[config.mk]
export PLATFORM = sky130hd
export DESIGN_NAME = prefetch_buffer
export DESIGN_NICKNAME = d
export VERILOG_FILES = /design/src/source/mem_pkg.sv /design/src/source/fetch_pkg.sv /design/src/source/prefetch_buffer.sv
export VERILOG_INCLUDE_DIRS = /design/src /design/src/source
export SDC_FILE = /design/constraint.sdc
export NUM_CORES = 1
export LEC_CHECK = 0
export BUFFER_PORTS_ARGS = -buffer_cell sky130_fd_sc_hd__buf_2
export CAP_MARGIN = 20
export CORE_MARGIN = 3
export CORE_UTILIZATION = 40
export DETAILED_ROUTE_END_ITERATION = 8
export PLACE_DENSITY = 0.67
export SYNTH_ARGS = -nofsm -noshare
export SYNTH_HDL_FRONTEND = slang
export SYNTH_SLANG_ARGS = --single-unit
export TNS_END_PERCENT = 1
[constraint.sdc]
create_clock -name clk -period 7.1 [get_ports clk]
set_clock_uncertainty 0.1 [all_clocks]
set_input_delay 1.065 -clock clk [delete_from_list [all_inputs] [get_ports clk]]
set_output_delay 1.065 -clock clk [all_outputs]
set_load 0.02 [all_outputs]
[src/source/fetch_consts.svh]
// shared sizing macros: address width, ram depth, queue depth, boot address
`ifndef FETCH_CONSTS_SVH
`define FETCH_CONSTS_SVH

//////////////////////////////////////////////////////////////////////
// memory geometry
//////////////////////////////////////////////////////////////////////

// byte address width of the core
`define FETCH_ADDR_W 32

// instruction ram depth in 32-bit words
`define FETCH_RAM_WORDS 256

//////////////////////////////////////////////////////////////////////
// fetch path
//////////////////////////////////////////////////////////////////////

// prefetch queue entries
`define FETCH_QUEUE_DEPTH 2

// pc and first fetch address after reset
`define FETCH_BOOT_ADDR 32'h0000_0000

`endif

[src/source/mem_pkg.sv]
// memory-side types: ram word, word index, arbiter port owner
`default_nettype none

`include "fetch_consts.svh"

package mem_pkg;

  // one ram word, also one raw fetch word
  typedef logic [31:0] mem_word_t;

  // word index into the instruction ram
  typedef logic [$clog2(`FETCH_RAM_WORDS)-1:0] mem_index_t;

  // which peer held the ram port in a given cycle
  typedef enum logic [0:0] {
    OWNER_LOADER   = 1'b0,
    OWNER_PREFETCH = 1'b1
  } arb_owner_e;

endpackage

`default_nettype wire

[src/source/fetch_pkg.sv]
// fetch-side types: aligner states, stored halfword, program counter
`default_nettype none

`include "fetch_consts.svh"

package fetch_pkg;

  // aligner fsm states
  // aligned32 and misaligned16 start at the low half of the head word
  // aligned16 and misaligned32 start in the stored half
  // branch_misaligned starts in the upper half of the head word
  typedef enum logic [2:0] {
    ALIGNED32         = 3'd0,
    ALIGNED16         = 3'd1,
    MISALIGNED32      = 3'd2,
    MISALIGNED16      = 3'd3,
    BRANCH_MISALIGNED = 3'd4
  } align_state_e;

  // upper halfword kept from the last consumed word
  typedef logic [15:0] half_t;

  // byte address of an instruction
  typedef logic [`FETCH_ADDR_W-1:0] pc_t;

endpackage

`default_nettype wire

[src/source/prefetch_buffer.sv]
// sequential word prefetcher with a small circular queue and branch flush
`timescale 1ns/1ps
`default_nettype none

`include "fetch_consts.svh"

module prefetch_buffer
  import mem_pkg::*;
  import fetch_pkg::*;
(
  input  wire logic       clk,
  input  wire logic       rst_n,
  input  wire logic       fetch_en_i,
  // ram arbiter side
  input  wire logic       gnt_i,
  input  wire logic       rvalid_i,
  input  wire mem_word_t  rdata_i,
  output logic            req_o,
  output mem_index_t      index_o,
  // aligner side
  input  wire logic       word_pop_i,
  output logic            fetch_valid_o,
  output mem_word_t       mem_content_o,
  // redirect
  input  wire logic       branch_i,
  input  wire pc_t        branch_addr_i
);

  localparam int unsigned DEPTH = `FETCH_QUEUE_DEPTH;
  localparam int unsigned PTR_W = (DEPTH > 1) ? $clog2(DEPTH) : 1;
  localparam int unsigned CNT_W = $clog2(DEPTH + 1);
  localparam int unsigned IDX_W = $bits(mem_index_t);
  localparam mem_index_t BOOT_INDEX = mem_index_t'(`FETCH_BOOT_ADDR >> 2);

  mem_word_t        queue_q [DEPTH];
  logic [PTR_W-1:0] wr_ptr_q;
  logic [PTR_W-1:0] rd_ptr_q;
  logic [CNT_W-1:0] count_q;
  logic [CNT_W-1:0] inflight_q;
  mem_index_t       fetch_idx_q;
  logic             push;
  logic             pop;
  logic [CNT_W:0]   occupancy;

  // circular pointer step
  function automatic logic [PTR_W-1:0] ptr_inc(input logic [PTR_W-1:0] ptr);
    if (ptr == PTR_W'(DEPTH - 1)) begin
      return '0;
    end
    return ptr + 1'b1;
  endfunction

  //////////////////////////////////////////////////////////////////////
  // request side
  //////////////////////////////////////////////////////////////////////

  // a response landing in the branch cycle belongs to the old stream
  assign push = rvalid_i & ~branch_i;
  assign pop  = word_pop_i & (count_q != '0);

  // queued words plus reads still on the way, minus the word leaving now
  assign occupancy = {1'b0, count_q} + {1'b0, inflight_q} - (CNT_W + 1)'(pop);

  // no new read in a branch cycle
  assign req_o   = fetch_en_i & ~branch_i &
                   (occupancy < (CNT_W + 1)'(DEPTH));
  assign index_o = fetch_idx_q;

  //////////////////////////////////////////////////////////////////////
  // control state
  //////////////////////////////////////////////////////////////////////

  always_ff @(posedge clk or negedge rst_n) begin
    if (!rst_n) begin
      fetch_idx_q <= BOOT_INDEX;
      wr_ptr_q    <= '0;
      rd_ptr_q    <= '0;
      count_q     <= '0;
      inflight_q  <= '0;
    end else begin
      inflight_q <= inflight_q + CNT_W'(gnt_i) - CNT_W'(rvalid_i);
      if (branch_i) begin
        // flush and restart at the word holding the target
        fetch_idx_q <= branch_addr_i[IDX_W+1:2];
        wr_ptr_q    <= '0;
        rd_ptr_q    <= '0;
        count_q     <= '0;
      end else begin
        if (gnt_i) begin
          fetch_idx_q <= fetch_idx_q + 1'b1;
        end
        if (push) begin
          wr_ptr_q <= ptr_inc(wr_ptr_q);
        end
        if (pop) begin
          rd_ptr_q <= ptr_inc(rd_ptr_q);
        end
        count_q <= count_q + CNT_W'(push) - CNT_W'(pop);
      end
    end
  end

  // queue payload
  always_ff @(posedge clk) begin
    if (push) begin
      queue_q[wr_ptr_q] <= rdata_i;
    end
  end

  assign fetch_valid_o = (count_q != '0);
  assign mem_content_o = queue_q[rd_ptr_q];

endmodule

`default_nettype wire

==> key figures <==
STA
  • Count of endpoints failing setup in the final report: 0
  • Relative slew slack: 34.8%
  • Fraction of the cycle the final worst path needs: between 40% and 50%
  • Time the worst path needs with I/O delays and setup: 3.51 ns
  • Setup repair after global routing missed its margin: false
  • Transition at the pin with the smallest max-transition slack: 0.975 ns
  • Final WS setup: ~3.6 ns
  • Final Hold Vio Count: 0
  • FMAX: 285 MHz
  • Fin Hold WS: 0.373 ns
  • Max-slew violation total from the final report: 0
  • Final sum of negative setup slack: 0 ns

Power
  • Maximum vdd ir drop: between 0.0001 and 0.00015 V
  • Power per unit of standard cell area: 320 nW/µm²
  • Sw Pwr: 0.372 mW
  • Design internal power: 0.877 mW
  • Proportion of power drawn by the clock network: 28.3%
  • Power share of the combinational group: 26.8%
  • Net Sw Frac: 29.8%
  • Leakage power summed over all cells: 1.55 nW
  • Sequential share of power: 44.8%

Die
  • Row count: 31
  • Die X-Extent: about 95 µm
  • Floorplan die area: roughly 9000 µm²
  • Effective utilization at floorplan: 42.3%
  • Placeable Area: 7450 µm²
  • Die extent in y: 94.7 µm
  • Ports placed on the boundary: 113

Detailed routing
  • Number of search-and-repair iterations in the first detailed-routing pass: 4
  • Routed vias: 1,818
  • Routed vias/inst: 4.72
  • Iteration-0 DRC Markers: 39
  • Post-detailed-route DRC marker count: 0
  • Total wire length after detailed routing: between 5 and 6 mm
  • Routed length per instance: 14.6 µm
  • Final antenna-violating net count: 0

Placed design
  • Quantity of I/O buffers inserted on ports: a little under 90
  • Placer Congestion: 0.709
  • Worst slack at placement: 3.57 ns
  • Half-perimeter wire length after placement: approximately 3.7 mm
  • Placed inst area: between 3000 and 4000 µm²

Clock tree
  • Post-CTS Setup Repair Bufs: 0
  • Post-cts gate resize count: 0
  • Clock insertion delay at the later pin of the skew report: roughly 0.34 ns
  • CTS tree: built
  • Clock net sink count: 78
  • CTS HTree Levels: 3
  • Clk pin slew, worst setup/hold paths: 0.08 ns
  • Maximum clock path buffer count: 2
  • Number of hold buffers added after CTS: 0
  • Cts bufs inserted: 9
  • CTS Root Cell: sky130_fd_sc_hd__clkbuf_8

Synthesis
  • Net count after synthesis: 267
  • Post-synthesis sequential area ratio: between 70% and 80%
  • Synth warn: 0
  • Synthesis-stage register bit count: 78
  • Average cell area after synthesis: 16.6 µm²
  • Portion of synthesized cell area occupied by the leading cell type: 61.1%
  • Post-Synthesis Cell Area: between 3000 and 4000 µm²
  • Post-synth top area cell: sky130_fd_sc_hd__edfxtp_1
  • Count of unique library cells instantiated by Yosys: 24
  • Gate Count Post-Synth: between 150 and 200
  • Top cells by area in the synthesized netlist: sky130_fd_sc_hd__edfxtp_1 61%, sky130_fd_sc_hd__mux2_2 11%, sky130_fd_sc_hd__dfrtp_1 11%, sky130_fd_sc_hd__ha_1 2.4%, sky130_fd_sc_hd__xnor2_1 1.7%

Worst setup path
  • R2r worst-path depth: 7
  • Minimum setup slack among reg-to-reg paths: 5.26 ns
  • Crit Path Max Fanout: 3
  • Crit Path Class: primary input to output port
  • Data required time of the worst path: 5.93 ns
  • End of the worst register-to-register path: count_q[1]$_DFF_PN0_
  • Startpoint type of the worst setup path: primary input
  • Critical path endpoint category: output port
  • Reg-to-reg critical path startpoint: count_q[1]$_DFF_PN0_
  • Crit path arrival time: 2.34 ns

Finish
  • Area of the multi-input gates: 822 µm²
  • Sequential standard cell area: 2270 µm²
  • Most common cell after layout, fill and taps aside: sky130_fd_sc_hd__buf_2
  • Most used cells in the layout excluding fill and tap cells: 88 x sky130_fd_sc_hd__buf_2, 64 x sky130_fd_sc_hd__edfxtp_1, 32 x sky130_fd_sc_hd__mux2_2
  • Post-layout instance area: 3900 µm²
  • Area growth from synthesis to layout: 24.0%
  • Fraction of final layout cells with drive strength greater than 1: 49.0%
  • Post-layout nets: 360
  • Count of antenna diodes in the layout: 0
  • Fillers: 662

Hold path
  • Path category of the worst min-delay check: register to register
  • Hold path endpoint: inflight_q[1]$_DFF_PN0_
  • Number of cells on the worst hold path: 1
  • Worst Min Path Start: inflight_q[1]$_DFF_PN0_

Run
  • Max-cap violations: 0

Global route
  • GRT Util Overall: 12.9%
  • Maximum number of pins on one net before global-route repair: 33
  • Congestion Overflow GR: 0
  • Wire length of the first global-routing pass: 8.65 mm
  • Vias in the first global route: 1,800
  • Initial antenna violation count: 0

Run status
  • Status: completed
## logic make-up after synthesis
family                     synth area share [%]
AOI/OAI and AO/OA                          1.43
xor gates and xnor gates                   3.34
adders and majority gates                  3.02
buffers and inverters                      2.15
DFF                                        72.2
muxes                                      11.8
and+or+nand+nor                            6.08
## final cells by class
type / instances / area share, %
flip-flops and latches: 78 / 58.2
multi-input cells: 97 / 21.1
inverters: 7 / 0.673
clock buffers: 9 / 3.17
repair buffers: 89 / 11.5
clock inverters: 6 / 2.21
well taps: 99 / 3.17
## flip-flops by register name, indices dropped and copies added (netlist names)
name / cells
queue_q: 64
index_o: 8
count_q: 2
inflight_q: 2
rd_ptr_q: 1
wr_ptr_q: 1
## metal layers
layer	track usage, %	up-vias	part of all wire, %
met3	3.59	10	7.7
li1	-	879	-
met4	6.13	0	1.4
met1	16.9	857	45
met2	19.8	72	45
met5	0	-	0
## synthesized netlist by cell type
library cell and number:
sky130_fd_sc_hd__buf_6 1, sky130_fd_sc_hd__nand4_4 1, sky130_fd_sc_hd__clkbuf_1 2, sky130_fd_sc_hd__or4_1 3
sky130_fd_sc_hd__nor2_1 6, sky130_fd_sc_hd__xnor2_1 6, sky130_fd_sc_hd__o21ai_0 9, sky130_fd_sc_hd__xor2_1 6
sky130_fd_sc_hd__or2_2 1, sky130_fd_sc_hd__fa_1 1, sky130_fd_sc_hd__nor2b_1 4, sky130_fd_sc_hd__mux2i_1 1
sky130_fd_sc_hd__edfxtp_1 64, sky130_fd_sc_hd__inv_1 7, sky130_fd_sc_hd__ha_1 6, sky130_fd_sc_hd__dfrtp_1 14
sky130_fd_sc_hd__buf_2 3, sky130_fd_sc_hd__nand2_1 12, sky130_fd_sc_hd__nand2b_1 1, sky130_fd_sc_hd__mux2_2 32
sky130_fd_sc_hd__nor3_1 1, sky130_fd_sc_hd__nand3_1 5, sky130_fd_sc_hd__buf_4 1, sky130_fd_sc_hd__nand4_1 2
## power groups by stage
stage | sequential (mW) | clock (mW) | combinational [mW]
6_report | 0.559 | 0.354 | 0.335
5_1_grt | 0.565 | 0.383 | 0.371
4_1_cts | 0.561 | 0.363 | 0.343
3_5_place_dp | 0.570 | 0 | 0.341
3_3_place_gp | 0.569 | 0 | 0.336
2_1_floorplan | 0.562 | 0 | 0.247
## worst max-delay path, stage by stage
cell	delay [ns]
sky130_fd_sc_hd__buf_2	0.11
sky130_fd_sc_hd__o21ai_0	0.17
sky130_fd_sc_hd__nor2_1	0.11
sky130_fd_sc_hd__fa_1	0.42
sky130_fd_sc_hd__xnor2_1	0.13
sky130_fd_sc_hd__nor3_1	0.15
sky130_fd_sc_hd__buf_2	0.19
## per-stage QoR
step	utilization, %	power (mW)	instances
floorplan	-	0.810	189
global placement	49.6	0.905	370
detailed placement	49.6	0.911	370
CTS	52.4	1.27	385
global route	52.4	1.32	385
finish	52.4	1.25	385
## how the worst max path moves through the flow
stage | endpoint | startpoint | cells after the start
global placement | req_o | word_pop_i | 7
CTS | req_o | word_pop_i | 7
floorplan | req_o | word_pop_i | 5
detailed placement | req_o | word_pop_i | 7
global route | req_o | word_pop_i | 7
finish | req_o | word_pop_i | 7
(Power assumes the default switching activity.)
