**src/source/fetch_consts.svh**
```systemverilog
// shared sizing macros: address width, ram depth, queue depth, boot address
`ifndef FETCH_CONSTS_SVH
`define FETCH_CONSTS_SVH

//////////////////////////////////////////////////////////////////////
// memory geometry
//////////////////////////////////////////////////////////////////////

// byte address width of the core
`define FETCH_ADDR_W 32

// instruction ram depth in 32-bit words
`define FETCH_RAM_WORDS 256

//////////////////////////////////////////////////////////////////////
// fetch path
//////////////////////////////////////////////////////////////////////

// prefetch queue entries
`define FETCH_QUEUE_DEPTH 2

// pc and first fetch address after reset
`define FETCH_BOOT_ADDR 32'h0000_0000

`endif

```
**src/source/mem_pkg.sv**
```systemverilog
// memory-side types: ram word, word index, arbiter port owner
`default_nettype none

`include "fetch_consts.svh"

package mem_pkg;

  // one ram word, also one raw fetch word
  typedef logic [31:0] mem_word_t;

  // word index into the instruction ram
  typedef logic [$clog2(`FETCH_RAM_WORDS)-1:0] mem_index_t;

  // which peer held the ram port in a given cycle
  typedef enum logic [0:0] {
    OWNER_LOADER   = 1'b0,
    OWNER_PREFETCH = 1'b1
  } arb_owner_e;

endpackage

`default_nettype wire

```
**src/source/ram_arbiter.sv**
```systemverilog
// fixed-priority arbiter for the instruction ram: loader writes before prefetch reads
`timescale 1ns/1ps
`default_nettype none

module ram_arbiter
  import mem_pkg::*;
(
  input  wire logic       clk,
  input  wire logic       rst_n,
  // loader port, write strobe
  input  wire logic       load_we_i,
  input  wire mem_index_t load_index_i,
  input  wire mem_word_t  load_data_i,
  // prefetch port, read request level
  input  wire logic       pf_req_i,
  input  wire mem_index_t pf_index_i,
  output logic            pf_gnt_o,
  output logic            pf_rvalid_o,
  // ram side
  output logic            ram_en_o,
  output logic            ram_we_o,
  output mem_index_t      ram_index_o,
  output mem_word_t       ram_wdata_o
);

  arb_owner_e owner_n;
  arb_owner_e rd_owner_q;
  logic       rd_pend_q;

  //////////////////////////////////////////////////////////////////////
  // grant and port mux
  //////////////////////////////////////////////////////////////////////

  // loader always wins, prefetch just retries next cycle
  assign owner_n  = load_we_i ? OWNER_LOADER : OWNER_PREFETCH;
  assign pf_gnt_o = pf_req_i & ~load_we_i;

  assign ram_en_o    = load_we_i | pf_req_i;
  assign ram_we_o    = load_we_i;
  assign ram_index_o = load_we_i ? load_index_i : pf_index_i;
  // only the loader ever writes
  assign ram_wdata_o = load_data_i;

  //////////////////////////////////////////////////////////////////////
  // read return tracking
  //////////////////////////////////////////////////////////////////////

  // remember who issued the read so data returns to its owner only
  always_ff @(posedge clk or negedge rst_n) begin
    if (!rst_n) begin
      rd_owner_q <= OWNER_LOADER;
      rd_pend_q  <= 1'b0;
    end else begin
      rd_owner_q <= owner_n;
      rd_pend_q  <= ram_en_o & ~ram_we_o;
    end
  end

  // one-cycle pulse with the ram read latency
  assign pf_rvalid_o = rd_pend_q & (rd_owner_q == OWNER_PREFETCH);

endmodule

`default_nettype wire

```
**config.mk**
```make
export PLATFORM = sky130hd
export DESIGN_NAME = ram_arbiter
export DESIGN_NICKNAME = d
export VERILOG_FILES = /design/src/source/mem_pkg.sv /design/src/source/ram_arbiter.sv
export VERILOG_INCLUDE_DIRS = /design/src /design/src/source
export SDC_FILE = /design/constraint.sdc
export NUM_CORES = 1
export LEC_CHECK = 0
export BUFFER_PORTS_ARGS = -buffer_cell sky130_fd_sc_hd__clkbuf_2
export CORE_MARGIN = 4
export CORE_UTILIZATION = 25
export DETAILED_ROUTE_END_ITERATION = 7
export GPL_TIMING_DRIVEN = 1
export PLACE_DENSITY = 0.94
export REMOVE_ABC_BUFFERS = 1
export SYNTH_ARGS = -nofsm -noshare
export SYNTH_HDL_FRONTEND = slang
export SYNTH_SLANG_ARGS = --single-unit
```
**constraint.sdc**
```tcl
create_clock -name clk -period 1.3 [get_ports clk]
set_input_delay 0.26 -clock clk [delete_from_list [all_inputs] [get_ports clk]]
set_output_delay 0.26 -clock clk [all_outputs]
set_load 0.01 [all_outputs]
```
==> results of run 1 <==
state kept, by name (all words and copies together) (netlist names):
name	count
rd_owner_q	1
rd_pend_q	1
how the worst max path moves through the flow:
stage / end / cells past startpoint / slack, ns / start
6_report: ram_index_o[4] / 3 / 0.07 / load_we_i
5_1_grt: ram_index_o[4] / 3 / 0.05 / load_we_i
4_1_cts: ram_index_o[4] / 3 / 0.07 / load_we_i
3_5_place_dp: ram_index_o[4] / 3 / -0.02 / load_we_i
3_3_place_gp: ram_index_o[4] / 3 / -0.01 / load_we_i
2_1_floorplan: ram_index_o[4] / 1 / 0.44 / load_we_i
report_power, final:
group / total, uW / internal [uW] / switching [uW] / leakage [uW]
registers: 66.4 / 65.8 / 0.570 / 0.0000245
clock network: 136 / 102 / 33.8 / 0.0000138
logic: 116 / 69.3 / 46.5 / 0.000210
per-layer routing:
metal,wire length (um),vias up
met3,638,0
li1,-,120
met1,629,140
met4,0,0
met5,0,-
met2,641,58
through the flow:
step	cells	util [%]	hold slack, ns	power (uW)
after global routing	74	24.18	0.2982	348.0
after detailed placement	70	22.12	0.04706	182.1
after CTS	74	24.18	0.2906	331.3
final	74	24.18	0.2961	317.8
after global placement	70	22.12	0.04422	179.9
after floorplan	14	-	-0.03559	117.5
Yosys cell counts:
master	number
buf_4	33
mux2_4	7
dfrtp_1	2
and2_1	1
and2b_2	1
buf_6	1
inv_1	1
mux2_2	1
or2_1	1
area by class of cell:
cell class / count / area [sq um] / area share (%)
Multi-Input combinational cell: 11 / 137.6 / 33.33
Timing Repair Buffer: 32 / 167.7 / 40.61
Inverter: 1 / 3.754 / 0.9091
Clock buffer: 3 / 22.52 / 5.455
Sequential cell: 2 / 50.05 / 12.12
Tap cell: 25 / 31.28 / 7.576
kinds of logic (layout without fill, tap and decap cells):
| logic type | Yosys count | count (layout) | share of synthesized area (%) |
|---|---|---|---|
| buf+inv | 35 | 36 | 58.33 |
| flops | 2 | 2 | 11.11 |
| simple gates | 3 | 3 | 4.724 |
| mux | 8 | 8 | 25.83 |
timing repair:
item                       CTS  global route
setup buffers                0             0
hold buffers                 1             0
hold endpoints to repair     2             0
resized for setup            1             0
setup endpoints to repair    1             0
==> run_results.csv, run 1 <==
group,metric,value,unit
synthesis,yosys-top-cells-area,"buf_4 (55%), mux2_4 (23%), dfrtp_1 (11%), buf_6 (2.5%), mux2_2 (2.5%)",
setup_path,cp_slowest_stage_delay,0.35,ns
finish,layout-drive-gt1-share,87.76,%
timing,finalCritPeriodShare,94.30,%
placed_design,portBuffers,31,
timing,worst_pin_slew,0.1871,ns
grt,first_global_vias,344,
setup_path,critPathMaxFanout,12,
worst_hold_path,min_from,"pf_req_i",
setup_path,critPathTopFamily,"buffers and inverters",
die,die_w,50.45,um
grt,met1_usage,15.15,%
finish,final_net_count,103,
die,die-area,0.002545,sq mm
cts,cts_num_sinks,2,
routing,drt_iter0_markers,1,
timing,fin_tns_setup,0,ns
grt,grt_usage,15.10,%
power_and_ir_drop,p_leak,0.0002485,uW
placed_design,place.gp.congestion,0.5761,
finish,fill_cells,184,
finish,layout_common_cells,"clkbuf_2 (30), mux2_4 (7), clkbuf_4 (4)",
worst_hold_path,hold_end,"rd_pend_q",
die,ios,96,
setup_path,arrival,0.97,ns
worst_hold_path,hold_path.class,"input port to flip-flop",
timing,slew_headroom,87.53,%
routing,wl_per_cell,25.80,um
routing,vias,318,
grt,antenna_found_initial,0,
die,die_h,50.45,um
setup_path,worstSetupEndpointType,"primary output",
routing,routed_wirelength,1.909,mm
power_and_ir_drop,ir_drop,0.2422,mV
run,cap_violations,0,
die,start_util,26.37,%
finish,postLayoutCellArea,412.9,sq um
grt,grtUsageMet3,21.07,%
timing,rsz0062_at_grt,"false",
routing,drc,0,
timing,finalSetupViolCount,0,
setup_path,cp-start-kind,"input port",
worst_hold_path,hold_path_depth,2,
timing,final_max_slew_viol_count,0,
cts,cts_buffer_depth,2,
cts,cts_tree,"done",
grt,grt_first_pass_wirelength,2.490,mm
finish,area_growth,-8.333,%
synthesis,seq_area_frac_synth,11.11,%
timing,fmax,815.7,MHz
synthesis,syn_area_per_cell,9.384,sq um
synthesis,synth_top_area_share,55.00,%
synthesis,yosysWarnings,0,
setup_path,slowest_stage,"mux2_2",
routing,drtPass1Iterations,4,
timing,hold_viol,0,
grt,grt_max_degree,13,
synthesis,netlist_area,450.4,sq um
grt,met2_usage,16.09,%
die,placementRows,15,
synthesis,synth-seq-cells,2,
cts,cts_buffers,3,
cts,htreeDepth,1,
die,core_area,0.001708,sq mm
cts,cts_root_buffer,"clkbuf_4",
finish,final_common_cell,"clkbuf_2",
setup_path,worst_ep_required_time,1.04,ns
setup_path,crit_type,"input port to primary output",
status,status,"completed",
setup_path,path_cells,"clkbuf_4 -> mux2_2 -> clkbuf_2",
grt,overflow,0,
timing,setup_slack,0.07404,ns
timing,period_needed,1.226,ns
finish,diodes,0,
placed_design,place_area,377.9,sq um
power_and_ir_drop,pwr_density_cell,769.8,mW/mm^2
placed_design,dp_worst_setup_slack,-0.02157,ns
synthesis,ys_types,9,
synthesis,netlist_instances,48,
cts,clk_pin_slew,0.03,ns
routing,vias_per_cell,4.297,
setup_path,cp_num_buf_inv,2,
synthesis,synth_top_cell_by_area,"buf_4",
grt,grt_busiest_layer,"met3",
routing,antenna_left,0,
(Power assumes the default switching activity.)
==> run 2, diff against run 1 <==
- CORE_UTILIZATION: 25 -> 23
- PLACE_DENSITY: 0.94 -> 0.88
- clock period: 1.3 -> 1.2 ns (I/O delays scaled with it)
==> run 2 against run 1 <==
Net effect:
- combinational power rose by 7%
- final cell count did not move
- total power rose by 7.2%
- non-clock buffer count did not move
- via count fell by 4.4%
- clock power rose by 7%
- highest routed layer unchanged
==> run_results.csv, run 2 (synthesized netlist as in run 1, its figures left out) <==
group,metric,value,unit
worst_hold_path,min_from,"pf_req_i",
timing,rsz0062_at_grt,"false",
finish,layout_common_cells,"clkbuf_2 (30), mux2_4 (7), clkbuf_4 (3)",
die,placementRows,15,
cts,post-cts-setup-buffer-count,0,
routing,vias_per_cell,4.108,
grt,grt_max_degree,13,
routing,vias,304,
routing,wl_per_cell,25.14,um
power_and_ir_drop,p_switching,84.14,uW
timing,hold_viol,0,
worst_hold_path,hold_path.class,"input port to flip-flop",
grt,grt_usage,12.54,%
placed_design,place.gp.congestion,0.5028,
finish,layout-drive-gt1-share,87.76,%
timing,slew_headroom,88.78,%
finish,area_growth,-8.333,%
cts,cts_buffers,3,
die,die-area,0.002731,sq mm
timing,fmax,872.9,MHz
grt,antenna_found_initial,0,
cts,clk_pin_slew,0.03,ns
die,ios,96,
grt,first_global_vias,309,
timing,period_needed,1.146,ns
die,die_h,52.26,um
setup_path,worstSetupEndpointType,"primary output",
timing,worst_pin_slew,0.1683,ns
cts,cts_tree,"done",
power_and_ir_drop,clockPowerShare,42.5,%
power_and_ir_drop,p_leak,0.0002487,uW
power_and_ir_drop,switching_share,24.69,%
cts,htreeDepth,1,
timing,final_max_slew_viol_count,0,
routing,drt_iter0_markers,1,
status,status,"completed",
setup_path,path_cells,"buf_4 -> mux2_2 -> clkbuf_2",
routing,antenna_left,0,
grt,overflow,0,
power_and_ir_drop,pwr_density_cell,825.3,mW/mm^2
power_and_ir_drop,p_comb_share,36.4,%
setup_path,slowest_stage,"mux2_2",
routing,drc,0,
timing,finalSetupViolCount,0,
timing,finalCritPeriodShare,95.47,%
finish,final_common_cell,"clkbuf_2",
setup_path,cp_slowest_stage_delay,0.35,ns
routing,drtPass1Iterations,2,
cts,cts_num_sinks,2,
setup_path,cp-start-kind,"input port",
finish,top_regs,"rd_owner_q x1, rd_pend_q x1",
setup_path,worst_ep_required_time,0.96,ns
setup_path,critPathMaxFanout,12,
die,core_area,0.001783,sq mm
setup_path,startpoint,"load_we_i",
die,die_w,52.26,um
setup_path,crit_type,"input port to primary output",
die,start_util,25.26,%
cts,cts_buffer_depth,2,
run,cap_violations,0,
routing,routed_wirelength,1.860,mm
power_and_ir_drop,p_total,340.8,uW
timing,fin_tns_setup,0,ns
setup_path,arrival,0.91,ns
grt,grt_first_pass_wirelength,2.104,mm
power_and_ir_drop,intPower,256.6,uW
power_and_ir_drop,ir_drop,0.1825,mV
finish,final_net_count,103,
finish,diodes,0,
power_and_ir_drop,seqPwrFrac,21.1,%
cts,cts_root_buffer,"clkbuf_4",
placed_design,portBuffers,31,
-- run 2: worst max-delay path, delay by kind of cell --
kind	cells	cell delay [ns]
multiplexers	1	0.35
buffers and inverters	2	0.32
-- run 2: through the flow --
stage | cell area (sq um) | instances | hold WS, ns | utilization (%) | setup slack [ns]
3_3_place_gp | 377.9 | 70 | 0.02485 | 21.19 | -0.04683
2_1_floorplan | 191.4 | 14 | -0.05559 | - | 0.3849
5_1_grt | 412.9 | 74 | 0.2730 | 23.16 | 0.02266
4_1_cts | 412.9 | 74 | 0.2680 | 23.16 | 0.01819
6_report | 412.9 | 74 | 0.2757 | 23.16 | 0.05435
3_5_place_dp | 377.9 | 70 | 0.02981 | 21.19 | -0.06363
-- run 2: power groups by stage --
stage | registers (uW) | clock network, uW | logic [uW]
floorplan | 72.4 | 0 | 54.9
global placement | 72.6 | 0 | 119
detailed placement | 72.8 | 0 | 122
CTS | 72.1 | 156 | 126
global route | 72.3 | 160 | 133
finish | 72.0 | 145 | 124
-- run 2: worst paths after layout --
check / depth (start not counted) / to / slack (ns)
max in group asynchronous: 2 / rd_owner_q / 0.76
worst min-delay path: 2 / rd_pend_q / 0.28
min in group asynchronous: 2 / rd_pend_q / 0.34
worst max-delay path: 3 / ram_index_o[4] / 0.05
-- run 2: layout make-up --
type                       count  area, sq um
clock buffer                   3        22.52
fill                         201         1370
inverter                       1        3.754
multi-input combinational     11        137.6
sequential                     2        50.05
tap                           25        31.28
timing repair buffer          32        167.7
-- run 2: layer usage --
| layer | track usage (%) | wire, um |
|---|---|---|
| met5 | 0 | 0 |
| met1 | 13.33 | 614 |
| met3 | 19.37 | 560 |
| met2 | 11.30 | 684 |
| met4 | 5.106 | 0 |
-- run 2: what timing repair did --
item                                    CTS  global route
endpoints found under the setup margin    8             1
hold endpoints to repair                  2             0
hold buffers                              1             0
gates resized for setup                   1             1
pin swaps                                 0             0
==> run 3, diff against run 2 <==
- BUFFER_PORTS_ARGS: -buffer_cell sky130_fd_sc_hd__clkbuf_2 -> not set
- CORE_AREA: not set -> 4 4 41 43
- CORE_MARGIN: 4 -> not set
- CORE_UTILIZATION: 23 -> not set
- DIE_AREA: not set -> 0 0 45 47
- DONT_BUFFER_PORTS: not set -> 1
- PLACE_DENSITY: 0.88 -> 0.58
==> run 3 against run 2 <==
Net effect:
- sequential cell count is the same
- wire length grew 15%
- critical path depth shrank 2
- final cell count shrank 55%
==> run_results.csv, run 3 (synthesized netlist as in run 1, its figures left out) <==
group,metric,value,unit
status,status,"completed",
timing,hold_viol,0,
timing,rsz0062_at_grt,"false",
cts,cts_buffer_depth,2,
die,die-area,0.002115,sq mm
grt,overflow,0,
finish,layout_common_cells,"mux2_4 (7), clkbuf_4 (3), dfrtp_1 (2)",
die,placementRows,13,
run,cap_violations,0,
routing,wl_per_cell,64.64,um
timing,fmax,1001,MHz
power_and_ir_drop,ir_drop,0.2746,mV
setup_path,critPathMaxFanout,1,
grt,first_global_vias,248,
routing,vias,201,
cts,cts_resized,0,
cts,clk_pin_slew,0.03,ns
setup_path,worst_ep_required_time,0.96,ns
die,core_area,0.001301,sq mm
grt,grt_usage,21.50,%
cts,cts_root_buffer,"clkbuf_4",
grt,grt_max_degree,13,
setup_path,slowest_stage,"dfrtp_1",
setup_path,path_cells,"and2_1",
grt,antenna_found_initial,0,
routing,routed_wirelength,2.133,mm
cts,cts_buffers,3,
timing,finalSetupViolCount,0,
finish,final_common_cell,"mux2_4",
finish,layout-drive-gt1-share,66.67,%
setup_path,cp_slowest_stage_delay,0.34,ns
timing,slew_headroom,90.45,%
setup_path,critPathTopFamily,"flip-flops",
setup_path,arrival,0.76,ns
cts,htreeDepth,1,
worst_hold_path,hold_path.class,"input port to flip-flop",
routing,drtPass1Iterations,2,
finish,final_net_count,72,
timing,final_max_slew_viol_count,0,
routing,vias_per_cell,6.091,
setup_path,cp-start-kind,"flip-flop",
timing,worst_pin_slew,0.1437,ns
routing,antenna_left,0,
cts,cts_tree,"done",
setup_path,cp_num_buf_inv,0,
power_and_ir_drop,pwr_density_cell,1189,mW/mm^2
setup_path,worstSetupEndpointType,"primary output",
die,ios,96,
setup_path,crit_type,"flip-flop to primary output",
timing,fin_tns_setup,0,ns
finish,diodes,0,
die,die_w,45,um
placed_design,portBuffers,0,
die,die_h,47,um
power_and_ir_drop,p_leak,0.0001189,uW
placed_design,place.gp.congestion,0.6749,
routing,drt_iter0_markers,1,
grt,grt_first_pass_wirelength,2.615,mm
power_and_ir_drop,p_total,288.6,uW
die,start_util,34.62,%
finish,top_regs,"rd_owner_q x1, rd_pend_q x1",
cts,cts_num_sinks,2,
finish,fill_cells,149,
finish,area_growth,-46.11,%
timing,period_needed,0.9985,ns
routing,drc,0,
timing,finalCritPeriodShare,83.21,%
==> run 3: cell types whose count changed in the layout (fill, tap and decap cells not counted) <==
cell,change
buf_4,-1
clkbuf_2,-30
==> run 3: per-stage QoR <==
step / setup WS, ns / area [sq um] / util [%] / hold slack (ns) / std cells
floorplan: 0.3849 / 191.4 / - / -0.05559 / 14
finish: 0.2015 / 242.7 / 18.65 / 0.07565 / 33
CTS: 0.1893 / 242.7 / 18.65 / 0.06188 / 33
detailed placement: 0.3710 / 210.2 / 16.15 / -0.05550 / 29
global route: 0.1645 / 242.7 / 18.65 / 0.07024 / 33
global placement: 0.3693 / 210.2 / 16.15 / -0.05550 / 29
==> run 3: path summary, 6_finish.rpt <==
path                            from  slack, ns  cells after the start     endpoint
worst max-delay path       rd_pend_q       0.20                      1  pf_rvalid_o
worst min-delay path       load_we_i       0.08                      1   rd_owner_q
max in group asynchronous      rst_n       0.82                      1    rd_pend_q
min in group asynchronous      rst_n       0.26                      1   rd_owner_q
==> run 3: power breakdown <==
part           internal (uW)  leakage, uW  switching, uW  total, uW
sequential              71.3    0.0000245          0.550       71.9
combinational           37.2    0.0000806           30.8       68.1
clock                    110    0.0000138           38.4        149
==> run 3: what timing repair did <==
action,in CTS,in global routing
buffers inserted,0,0
hold endpoints to repair,2,0
hold buffers,1,0
==> run 3: final cells by class <==
class	count	area, sq um	share of cell area, %
tap	15	18.77	7.732
inverter	1	3.754	1.546
multi-input combinational	11	137.6	56.70
timing repair buffer	1	10.01	4.124
sequential	2	50.05	20.62
clock buffer	3	22.52	9.278
==> run 3: layer usage <==
layer	vias to the layer above	track usage, %	share of wire (%)
li1	58	-	-
met1	70	15.03	23
met2	73	25.99	36
met3	0	39.08	41
met4	0	7.018	0
met5	-	0	0
