## src/source/fetch_consts.svh

```systemverilog
// shared sizing macros: address width, ram depth, queue depth, boot address
`ifndef FETCH_CONSTS_SVH
`define FETCH_CONSTS_SVH

//////////////////////////////////////////////////////////////////////
// memory geometry
//////////////////////////////////////////////////////////////////////

// byte address width of the core
`define FETCH_ADDR_W 32

// instruction ram depth in 32-bit words
`define FETCH_RAM_WORDS 256

//////////////////////////////////////////////////////////////////////
// fetch path
//////////////////////////////////////////////////////////////////////

// prefetch queue entries
`define FETCH_QUEUE_DEPTH 2

// pc and first fetch address after reset
`define FETCH_BOOT_ADDR 32'h0000_0000

`endif

```

## src/source/mem_pkg.sv

```systemverilog
// memory-side types: ram word, word index, arbiter port owner
`default_nettype none

`include "fetch_consts.svh"

package mem_pkg;

  // one ram word, also one raw fetch word
  typedef logic [31:0] mem_word_t;

  // word index into the instruction ram
  typedef logic [$clog2(`FETCH_RAM_WORDS)-1:0] mem_index_t;

  // which peer held the ram port in a given cycle
  typedef enum logic [0:0] {
    OWNER_LOADER   = 1'b0,
    OWNER_PREFETCH = 1'b1
  } arb_owner_e;

endpackage

`default_nettype wire

```

## src/source/fetch_pkg.sv

```systemverilog
// fetch-side types: aligner states, stored halfword, program counter
`default_nettype none

`include "fetch_consts.svh"

package fetch_pkg;

  // aligner fsm states
  // aligned32 and misaligned16 start at the low half of the head word
  // aligned16 and misaligned32 start in the stored half
  // branch_misaligned starts in the upper half of the head word
  typedef enum logic [2:0] {
    ALIGNED32         = 3'd0,
    ALIGNED16         = 3'd1,
    MISALIGNED32      = 3'd2,
    MISALIGNED16      = 3'd3,
    BRANCH_MISALIGNED = 3'd4
  } align_state_e;

  // upper halfword kept from the last consumed word
  typedef logic [15:0] half_t;

  // byte address of an instruction
  typedef logic [`FETCH_ADDR_W-1:0] pc_t;

endpackage

`default_nettype wire

```

## src/source/instr_aligner.sv

```systemverilog
// compressed instruction aligner fsm with program counter tracking
`timescale 1ns/1ps
`default_nettype none

`include "fetch_consts.svh"

module instr_aligner
  import mem_pkg::*;
  import fetch_pkg::*;
(
  input  wire logic       clk,
  input  wire logic       rst_n,
  // head of the prefetch queue
  input  wire logic       fetch_valid_i,
  input  wire mem_word_t  mem_content_i,
  output logic            word_pop_o,
  // decode stage
  input  wire logic       id_valid_i,
  output mem_word_t       instr_o,
  output logic            instr_valid_o,
  output logic            instr_compress_o,
  output pc_t             pc_o,
  // redirect
  input  wire logic       branch_i,
  input  wire pc_t        branch_addr_i
);

  align_state_e state_q;
  align_state_e state_n;
  half_t        r_instr_q;
  pc_t          pc_q;
  pc_t          pc_n;
  pc_t          pc_plus2;
  pc_t          pc_plus4;
  logic         update_state;
  logic         consume;

  assign pc_o     = pc_q;
  assign pc_plus2 = pc_q + pc_t'(2);
  assign pc_plus4 = pc_q + pc_t'(4);

  //////////////////////////////////////////////////////////////////////
  // state and pc registers
  //////////////////////////////////////////////////////////////////////

  always_ff @(posedge clk or negedge rst_n) begin
    if (!rst_n) begin
      state_q <= ALIGNED32;
      pc_q    <= pc_t'(`FETCH_BOOT_ADDR);
    end else if (update_state) begin
      state_q <= state_n;
      pc_q    <= pc_n;
    end
  end

  // keep the upper half of every word that leaves the queue
  always_ff @(posedge clk) begin
    if (word_pop_o) begin
      r_instr_q <= mem_content_i[31:16];
    end
  end

  //////////////////////////////////////////////////////////////////////
  // next state and instruction mux
  //////////////////////////////////////////////////////////////////////

  always_comb begin
    // defaults: full head word, needs a valid head
    state_n          = state_q;
    pc_n             = pc_q;
    instr_o          = mem_content_i;
    instr_valid_o    = fetch_valid_i;
    instr_compress_o = 1'b0;
    update_state     = 1'b0;
    consume          = 1'b0;

    case (state_q)
      // instruction starts at the low half of the head word
      ALIGNED32, MISALIGNED16: begin
        consume      = 1'b1;
        update_state = fetch_valid_i & id_valid_i;
        if (mem_content_i[1:0] == 2'b11) begin
          state_n = ALIGNED32;
          pc_n    = pc_plus4;
        end else begin
          // upper half is kept for the next one
          state_n          = ALIGNED16;
          pc_n             = pc_plus2;
          instr_o          = {16'b0, mem_content_i[15:0]};
          instr_compress_o = 1'b1;
        end
      end

      // instruction starts in the stored half
      ALIGNED16, MISALIGNED32: begin
        if (r_instr_q[1:0] == 2'b11) begin
          // completed by the low half of the head word
          state_n      = MISALIGNED32;
          pc_n         = pc_plus4;
          instr_o      = {mem_content_i[15:0], r_instr_q};
          consume      = 1'b1;
          update_state = fetch_valid_i & id_valid_i;
        end else begin
          // stored half alone, head word stays in the queue
          state_n          = MISALIGNED16;
          pc_n             = pc_plus2;
          instr_o          = {16'b0, r_instr_q};
          instr_valid_o    = 1'b1;
          instr_compress_o = 1'b1;
          update_state     = id_valid_i;
        end
      end

      // target is the upper half of the head word
      BRANCH_MISALIGNED: begin
        consume = 1'b1;
        if (mem_content_i[17:16] == 2'b11) begin
          // 32-bit at a halfword target, park the half and wait for the next word
          state_n       = MISALIGNED32;
          instr_valid_o = 1'b0;
          update_state  = fetch_valid_i;
        end else begin
          state_n          = ALIGNED32;
          pc_n             = pc_plus2;
          instr_o          = {16'b0, mem_content_i[31:16]};
          instr_compress_o = 1'b1;
          update_state     = fetch_valid_i & id_valid_i;
        end
      end

      default: begin
        state_n      = ALIGNED32;
        update_state = 1'b1;
      end
    endcase

    // redirect overrides everything, nothing is delivered or popped
    if (branch_i) begin
      pc_n          = branch_addr_i;
      state_n       = branch_addr_i[1] ? BRANCH_MISALIGNED : ALIGNED32;
      update_state  = 1'b1;
      consume       = 1'b0;
      instr_valid_o = 1'b0;
    end
  end

  // head word used up exactly when its content moved on
  assign word_pop_o = consume & update_state;

endmodule

`default_nettype wire

```

## config.mk

```make
export PLATFORM = sky130hd
export DESIGN_NAME = instr_aligner
export DESIGN_NICKNAME = d
export VERILOG_FILES = /design/src/source/mem_pkg.sv /design/src/source/fetch_pkg.sv /design/src/source/instr_aligner.sv
export VERILOG_INCLUDE_DIRS = /design/src /design/src/source
export SDC_FILE = /design/constraint.sdc
export NUM_CORES = 1
export LEC_CHECK = 0
export ABC_AREA = 1
export BUFFER_PORTS_ARGS = -buffer_cell sky130_fd_sc_hd__buf_2
export CORE_UTILIZATION = 25
export DETAILED_ROUTE_END_ITERATION = 10
export GPL_TIMING_DRIVEN = 0
export PLACE_DENSITY = 0.42
export SLEW_MARGIN = 10
export SYNTH_ARGS = -nofsm -noshare
export SYNTH_HDL_FRONTEND = slang
export SYNTH_SLANG_ARGS = --single-unit
```

## constraint.sdc

```tcl
create_clock -name clk -period 5.6 [get_ports clk]
set_clock_uncertainty 0.15 [all_clocks]
set_input_delay 1.12 -clock clk [delete_from_list [all_inputs] [get_ports clk]]
set_output_delay 1.12 -clock clk [all_outputs]
set_load 0.01 [all_outputs]
```

==> results of run 1 <==
[flip-flops by register name, summed over array words and instances, names as in the netlist]
register and cells:
state_q 3, r_instr_q 16, pc_o 32
[power by group through the flow]
stage	clock, mW	combinational (mW)	sequential (mW)
floorplan	0	0.557	0.606
detailed placement	0	0.904	0.625
global placement	0	0.902	0.625
finish	0.334	0.900	0.614
CTS	0.347	0.908	0.617
global route	0.359	1.01	0.633
[area by class of cell]
class	instances	area (sq um)	share of cell area [%]
multi-input combinational	546	2699	47.65
sequential	51	1356	23.95
timing repair buffer	136	690.7	12.19
inverter	92	347.8	6.141
tap	225	281.5	4.970
buffer	23	143.9	2.540
clock buffer	6	128.9	2.275
clock inverter	2	16.27	0.2872
[worst max-delay path by stage]
stage | startpoint | endpoint | slack [ns] | cells past startpoint
global placement | branch_i | word_pop_o | -0.04 | 7
global route | branch_i | word_pop_o | 0.99 | 7
detailed placement | branch_i | word_pop_o | 1.09 | 7
finish | branch_i | word_pop_o | 1.14 | 7
CTS | branch_i | word_pop_o | 1.10 | 7
floorplan | branch_i | word_pop_o | 1.53 | 5
[per-layer routing]
| layer | vias to the layer above | global-route usage, % | part of all wire [%] |
|---|---|---|---|
| li1 | 2591 | - | - |
| met1 | 2400 | 26.81 | 47 |
| met2 | 110 | 31.70 | 47 |
| met3 | 17 | 3.037 | 3.8 |
| met4 | 0 | 5.067 | 1.6 |
| met5 | - | 0 | 0 |
[through the flow]
stage	instance area, sq um	utilization [%]
after floorplan	4541	-
after global placement	5498	31.35
after detailed placement	5519	31.47
after CTS	5664	32.30
after global routing	5664	32.30
final	5664	32.30
[critical path, cell delays in order]
cell      delay, ns
buf_2          0.14
inv_1          0.13
buf_2          0.31
clkbuf_1       0.54
nand2_1        0.22
a31oi_2        0.49
buf_2          0.23
[placed cells by master, fill, tap and decap left out, types with 9 or more instances in the layout]
cell type	netlist	routed
o22ai_1	15	15
buf_2	7	142
o21ai_1	9	9
o21ai_0	35	35
nor2_2	15	15
xor2_1	12	12
clkbuf_1	8	9
a21oi_1	10	10
o221ai_1	17	17
nand2_1	227	227
nand3_1	59	59
edfxtp_1	16	16
dfrtp_1	35	35
inv_1	87	87
nor2_1	89	89
[logic make-up after synthesis]
family                     share of synthesized area, %
DFF                                               29.87
xor gates and xnor gates                          2.315
and+or+nand+nor                                   43.10
adders and majority gates                        0.5510
AOI/OAI and AO/OA                                 13.34
buffers and inverters                             10.83
[synthesized netlist by cell type]
library cell | number | area (sq um)
a211oi_1 | 1 | 7.510
nor2_2 | 15 | 93.84
o21ai_0 | 35 | 175.2
nor2_8 | 1 | 20.02
nand2_8 | 1 | 20.02
inv_4 | 1 | 6.260
a211o_1 | 1 | 8.760
o21ai_2 | 2 | 17.52
o221ai_1 | 17 | 148.9
buf_4 | 3 | 22.52
o21ai_1 | 9 | 45.04
nand3b_1 | 1 | 7.510
nor2_4 | 6 | 67.56
or2_2 | 7 | 43.79
and2_1 | 1 | 6.260
nand3_1 | 59 | 295.3
nand2_4 | 3 | 33.78
a31oi_1 | 1 | 6.260
nand3_4 | 2 | 35.03
nand2_2 | 6 | 37.54
buf_6 | 5 | 56.30
dfrtp_1 | 35 | 875.8
o211ai_1 | 2 | 15.01
a22oi_1 | 3 | 22.52
nand3_2 | 4 | 40.04
xor2_1 | 12 | 105.1
nor2_1 | 89 | 334.1
edfxtp_1 | 16 | 480.5
nor3_1 | 4 | 20.02
o22ai_1 | 15 | 93.84
nand4_1 | 8 | 50.05
a21oi_1 | 10 | 50.05
inv_2 | 4 | 15.01
ha_1 | 2 | 25.02
buf_2 | 7 | 35.03
clkbuf_1 | 8 | 30.03
o21bai_1 | 2 | 15.01
nand2_1 | 227 | 852.1
inv_1 | 87 | 326.6
==> results.sh, run 1 <==
export IMPL_ir_drop_mv=0.1300
export IMPL_antenna_found_initial=0
export IMPL_pre_cts_slack_ns=1.089
export IMPL_power_mw=1.848
export IMPL_hpwl_mm=13.80
export IMPL_holdWs_ns=0.3234
export IMPL_powerDensity_mw_per_mm2=326.2
export IMPL_top_level_ports=136
export IMPL_gr_total_overflow=0
export IMPL_rsz0062_at_grt="false"
export IMPL_root_buffer="clkbuf_16"
export IMPL_finalCriticalPeriod_ns=4.461
export IMPL_start_util_pct=25.89
export IMPL_postCtsResizedCells=0
export IMPL_fp_dieH_um=136.8
export IMPL_p_clk_share_pct=18.1
export IMPL_first_pass_iters=6
export IMPL_clkTransAtPathRegs_ns=0.08
export IMPL_syn_nets=783
export IMPL_p_sw_mw=0.8827
export IMPL_syn_inst=712
export IMPL_drc_errors=0
export IMPL_synth_area_sq_mm=0.004541
export IMPL_avgSynthCellArea_sq_um=6.377
export IMPL_setup_viol=0
export IMPL_p_sw_share_pct=47.78
export IMPL_holdPathEnd="pc_o[0]"
export IMPL_placedCellCount=1073
export IMPL_die_area_sq_mm=0.01871
export IMPL_maxCapViolations=0
export IMPL_antenna_left=0
export IMPL_p_int_mw=0.9648
export IMPL_r2r_slack_ns=3.03
export IMPL_finalHoldViolations=0
export IMPL_rr_startpoint="state_q[0]"
export IMPL_syn2layout_area_growth_pct=24.75
export IMPL_endpoint_kind="primary output"
export IMPL_hp_class="reg -> reg"
export IMPL_cts_buffers=5
export IMPL_cp_required_ns=4.33
export IMPL_num_rows=48
export IMPL_tightest_slew_ns=0.8909
export IMPL_holdPathStages=2
export IMPL_avgRoutedWirePerCell_um=16.18
export IMPL_cts_setup_buffers=0
export IMPL_synth_distinct_cells=39
export IMPL_seq_area_frac_synth_pct=29.87
export IMPL_grtUsageTotal_pct=19.52
export IMPL_hold_buffers=0
export IMPL_slew_viol_final=0
export IMPL_gp_congestion=0.8642
export IMPL_io_buffers=135
export IMPL_routed_via_density=4.735
export IMPL_wl_mm=17.49
export IMPL_min_from="pc_o[0]"
export IMPL_critPathLaunchType="primary input"
export IMPL_core_area_sq_mm=0.01754
export IMPL_ys_warn_count=0
export IMPL_r2r_cells=8
export IMPL_nNetsFinal=926
export IMPL_clkSinkCount=51
export IMPL_fin_setup_tns_ns=0
export IMPL_seq_power_share_pct=33.2
export IMPL_setup_ws_ns=1.139
export IMPL_n_fill_cell=2053
export IMPL_post_route_cells_drive_above_1_share_pct=24.65
export IMPL_dieWidth_um=136.8
export IMPL_crit_fanout=10
export IMPL_ys_ff_latch=51
export IMPL_grt_max_degree=36
export IMPL_min_period_over_period_pct=79.66
export IMPL_fmax_mhz=224.2
export IMPL_crit_type="in -> out"
export IMPL_status="finished, final reports clean"
export IMPL_cp_data_arrival_time_ns=3.19
export IMPL_cts_tree="yes"
export IMPL_grt_pass1_wl_mm=27.10
export IMPL_htreeDepth=2
export IMPL_pwr_share_comb_pct=48.7
export IMPL_vias=5118
export IMPL_clock_path_buffers=2
export IMPL_reg2reg_to="r_instr_q[10]"
export IMPL_grt_pass1_vias=4844
export IMPL_drtIter0Drc=358
export IMPL_clk_latency_ns=0.32
export IMPL_finalNonFillerCells=1081
export IMPL_p_leak_nw=2.789
export IMPL_slew_headroom_pct=40.61
export IMPL_n_antenna_cell=0
No activity file was read; power rests on OpenSTA's default activity.
==> run 2, diff against run 1 <==
--- a/config.mk
+++ b/config.mk
@@ -6,12 +6,12 @@
 export SDC_FILE = /design/constraint.sdc
 export NUM_CORES = 1
 export LEC_CHECK = 0
-export ABC_AREA = 1
+export ABC_AREA = 0
 export BUFFER_PORTS_ARGS = -buffer_cell sky130_fd_sc_hd__buf_2
 export CORE_UTILIZATION = 25
 export DETAILED_ROUTE_END_ITERATION = 10
 export GPL_TIMING_DRIVEN = 0
-export PLACE_DENSITY = 0.42
+export PLACE_DENSITY = 0.46
 export SLEW_MARGIN = 10
 export SYNTH_ARGS = -nofsm -noshare
 export SYNTH_HDL_FRONTEND = slang
==> constraint.sdc (replaced) <==
create_clock -name clk -period 3.8 [get_ports clk]
set_clock_uncertainty 0.15 [all_clocks]
set_input_delay 0.76 -clock clk [delete_from_list [all_inputs] [get_ports clk]]
set_output_delay 0.76 -clock clk [all_outputs]
set_load 0.01 [all_outputs]
==> run 2 against run 1 <==
Flip-flop and latch count unchanged. Register-to-register slack worse by 1.8 ns. Final cell count decreased by 38%. Count of clock-buffer cells in the layout shrank 1. Synthesized area is 26% lower. Die area shrank 25%. Core utilization increased by 1.4 points. Hold slack gained 0.032 ns. Global-route usage down 4.1 points. Worst setup slack got worse by 0.84 ns. Critical path type is now reg -> out. Largest power group is now sequential cells.
==> results.sh, run 2 <==
export IMPL_synth_ff_type="dfrtp_1"
export IMPL_gp_congestion=0.7817
export IMPL_status="finished, final reports clean"
export IMPL_cts_buffers=5
export IMPL_clkTransAtPathRegs_ns=0.07
export IMPL_largest_reg_flops=32
export IMPL_grtUsageTotal_pct=15.39
export IMPL_clock_path_buffers=2
export IMPL_hp_class="reg -> reg"
export IMPL_ir_drop_mv=0.1604
export IMPL_num_rows=42
export IMPL_ys_warn_count=0
export IMPL_synth_edf_count=16
export IMPL_p_leak_nw=1.904
export IMPL_root_buffer="clkbuf_16"
export IMPL_hold_buffers=0
export IMPL_first_pass_iters=6
export IMPL_avgSynthCellArea_sq_um=9.739
export IMPL_ys_ff_latch=51
export IMPL_r2r_slack_ns=1.24
export IMPL_synth_common_cells="42 x nand2_1, 35 x dfrtp_1, 22 x inv_1"
export IMPL_powerDensity_mw_per_mm2=399.6
export IMPL_min_from="pc_o[0]"
export IMPL_r2r_cells=6
export IMPL_antenna_left=0
export IMPL_clkSinkCount=51
export IMPL_vias=3300
export IMPL_synthTopCellsByArea="dfrtp_1 26%, edfxtp_1 14%, nand2_1 4.7%"
export IMPL_drtIter0Drc=234
export IMPL_cp_data_arrival_time_ns=2.60
export IMPL_grt_pass1_vias=3244
export IMPL_slew_headroom_pct=44.31
export IMPL_avgRoutedWirePerCell_um=15.85
export IMPL_power_mw=1.778
export IMPL_post_route_cells_drive_above_1_share_pct=37.96
export IMPL_cts_tree="yes"
export IMPL_clk_latency_ns=0.29
export IMPL_start_util_pct=25.62
export IMPL_rr_startpoint="pc_o[5]"
export IMPL_tightest_slew_ns=0.8353
export IMPL_yosysMostFrequentCell="nand2_1"
export IMPL_crit_fanout=10
export IMPL_dieWidth_um=118.3
export IMPL_antenna_found_initial=1
export IMPL_htreeDepth=2
export IMPL_reg2reg_to="pc_o[21]"
export IMPL_synth_area_sq_mm=0.003379
export IMPL_fp_dieH_um=118.3
export IMPL_seq_area_frac_synth_pct=40.13
export IMPL_wl_mm=10.57
export IMPL_slew_viol_final=0
export IMPL_syn2layout_area_growth_pct=31.66
export IMPL_core_area_sq_mm=0.01319
export IMPL_min_period_over_period_pct=92.27
export IMPL_holdPathStages=1
export IMPL_layout_common_cells="139 x buf_2, 42 x nand2_1, 35 x dfrtp_1"
export IMPL_grt_max_degree=36
export IMPL_setup_viol=0
export IMPL_cts_setup_buffers=0
export IMPL_setup_worst_path_start="state_q[1]"
export IMPL_die_area_sq_mm=0.01399
export IMPL_maxCapViolations=0
export IMPL_nNetsFinal=560
export IMPL_endpoint_kind="primary output"
export IMPL_crit_type="reg -> out"
export IMPL_grt_pass1_wl_mm=17.15
export IMPL_critPathLaunchType="flop"
export IMPL_synth_async_reset_ratio_pct=68.63
export IMPL_holdWs_ns=0.3555
export IMPL_synth_distinct_cells=60
export IMPL_final_core_utilization_pct=33.73
export IMPL_finalHoldViolations=0
export IMPL_rsz0062_at_grt="false"
export IMPL_final_common_cell="buf_2"
export IMPL_yosysTopAreaCellShare_pct=25.92
export IMPL_drc_errors=0
export IMPL_top_level_ports=136
export IMPL_routed_via_density=4.948
export IMPL_hpwl_mm=8.099
export IMPL_syn_nets=418
export IMPL_gr_total_overflow=0
export IMPL_finalCriticalPeriod_ns=3.506
export IMPL_fmax_mhz=285.2
export IMPL_io_buffers=135
export IMPL_yosysTopAreaCell="dfrtp_1"
export IMPL_syn_inst=347
export IMPL_cp_required_ns=2.89
export IMPL_holdPathEnd="pc_o[0]"
run 2: metal layers:
metal,global-route usage [%],vias to the layer above,wire (um),share of wire [%]
met5,0,-,0,0
met4,3.606,0,119,1.1
met3,3.861,10,851,8.0
met2,25.74,155,4870,46
met1,19.82,1537,4729,45
li1,-,1598,-,-
run 2: how the worst max path moves through the flow:
stage                  end  depth (start not counted)
4_1_cts         word_pop_o                          6
2_1_floorplan   word_pop_o                          4
5_1_grt        instr_o[11]                         10
6_report       instr_o[15]                          8
3_3_place_gp    word_pop_o                          6
3_5_place_dp    word_pop_o                          6
run 2: repair_timing:
action                                 4_1_cts  5_1_grt
setup endpoints to repair                    1        1
cloned                                       0        0
endpoints found under the hold margin        0        0
resized for setup                            1        1
run 2: area by class of cell:
cell class / instances / area (sq um)
Timing Repair Buffer: 135 / 675.6
Buffer: 22 / 128.9
Tap cell: 176 / 220.2
Sequential cell: 51 / 1356
Multi-Input combinational cell: 252 / 1819
Clock buffer: 5 / 125.1
Fill cell: 1406 / 8741
Antenna cell: 1 / 2.502
Clock inverter: 3 / 38.79
Inverter: 22 / 82.58
run 2: kinds of logic after synthesis:
group	count (synthesis)	share of synthesized area, %
xor gates and xnor gates	27	7.553
and+or+nand+nor	114	17.22
DFF	51	40.13
buffers and inverters	44	6.257
adders and majority gates	2	0.7403
muxes	9	2.962
AOI/OAI and AO/OA	100	25.14
run 2: through the flow:
| stage | instance area [sq um] | cells | setup TNS (ns) | setup WS (ns) |
|---|---|---|---|---|
| after floorplan | 3379 | 347 | 0 | 0.8531 |
| after global placement | 4275 | 658 | -0.1117 | -0.1117 |
| after detailed placement | 4275 | 658 | -0.1854 | -0.1854 |
| after CTS | 4442 | 666 | 0 | 0.1656 |
| after global routing | 4447 | 666 | 0 | 0.03944 |
| final | 4449 | 667 | 0 | 0.2939 |
run 2: where the power goes:
group          switching (mW)  internal (mW)  leakage (nW)  total [mW]
Clock                   0.207          0.308        0.0812       0.515
Sequential             0.0518          0.619         0.570       0.671
Combinational           0.341          0.250          1.25       0.592
Total                   0.601           1.18          1.90        1.78
run 2: worst max-delay path, stage by stage, from the launching register on:
cell	delay [ns]
dfrtp_1	0.38
buf_6	0.14
xnor2_4	0.19
nor2_2	0.35
o21ai_0	0.31
clkbuf_1	0.29
a222oi_1	0.43
inv_1	0.07
buf_2	0.15
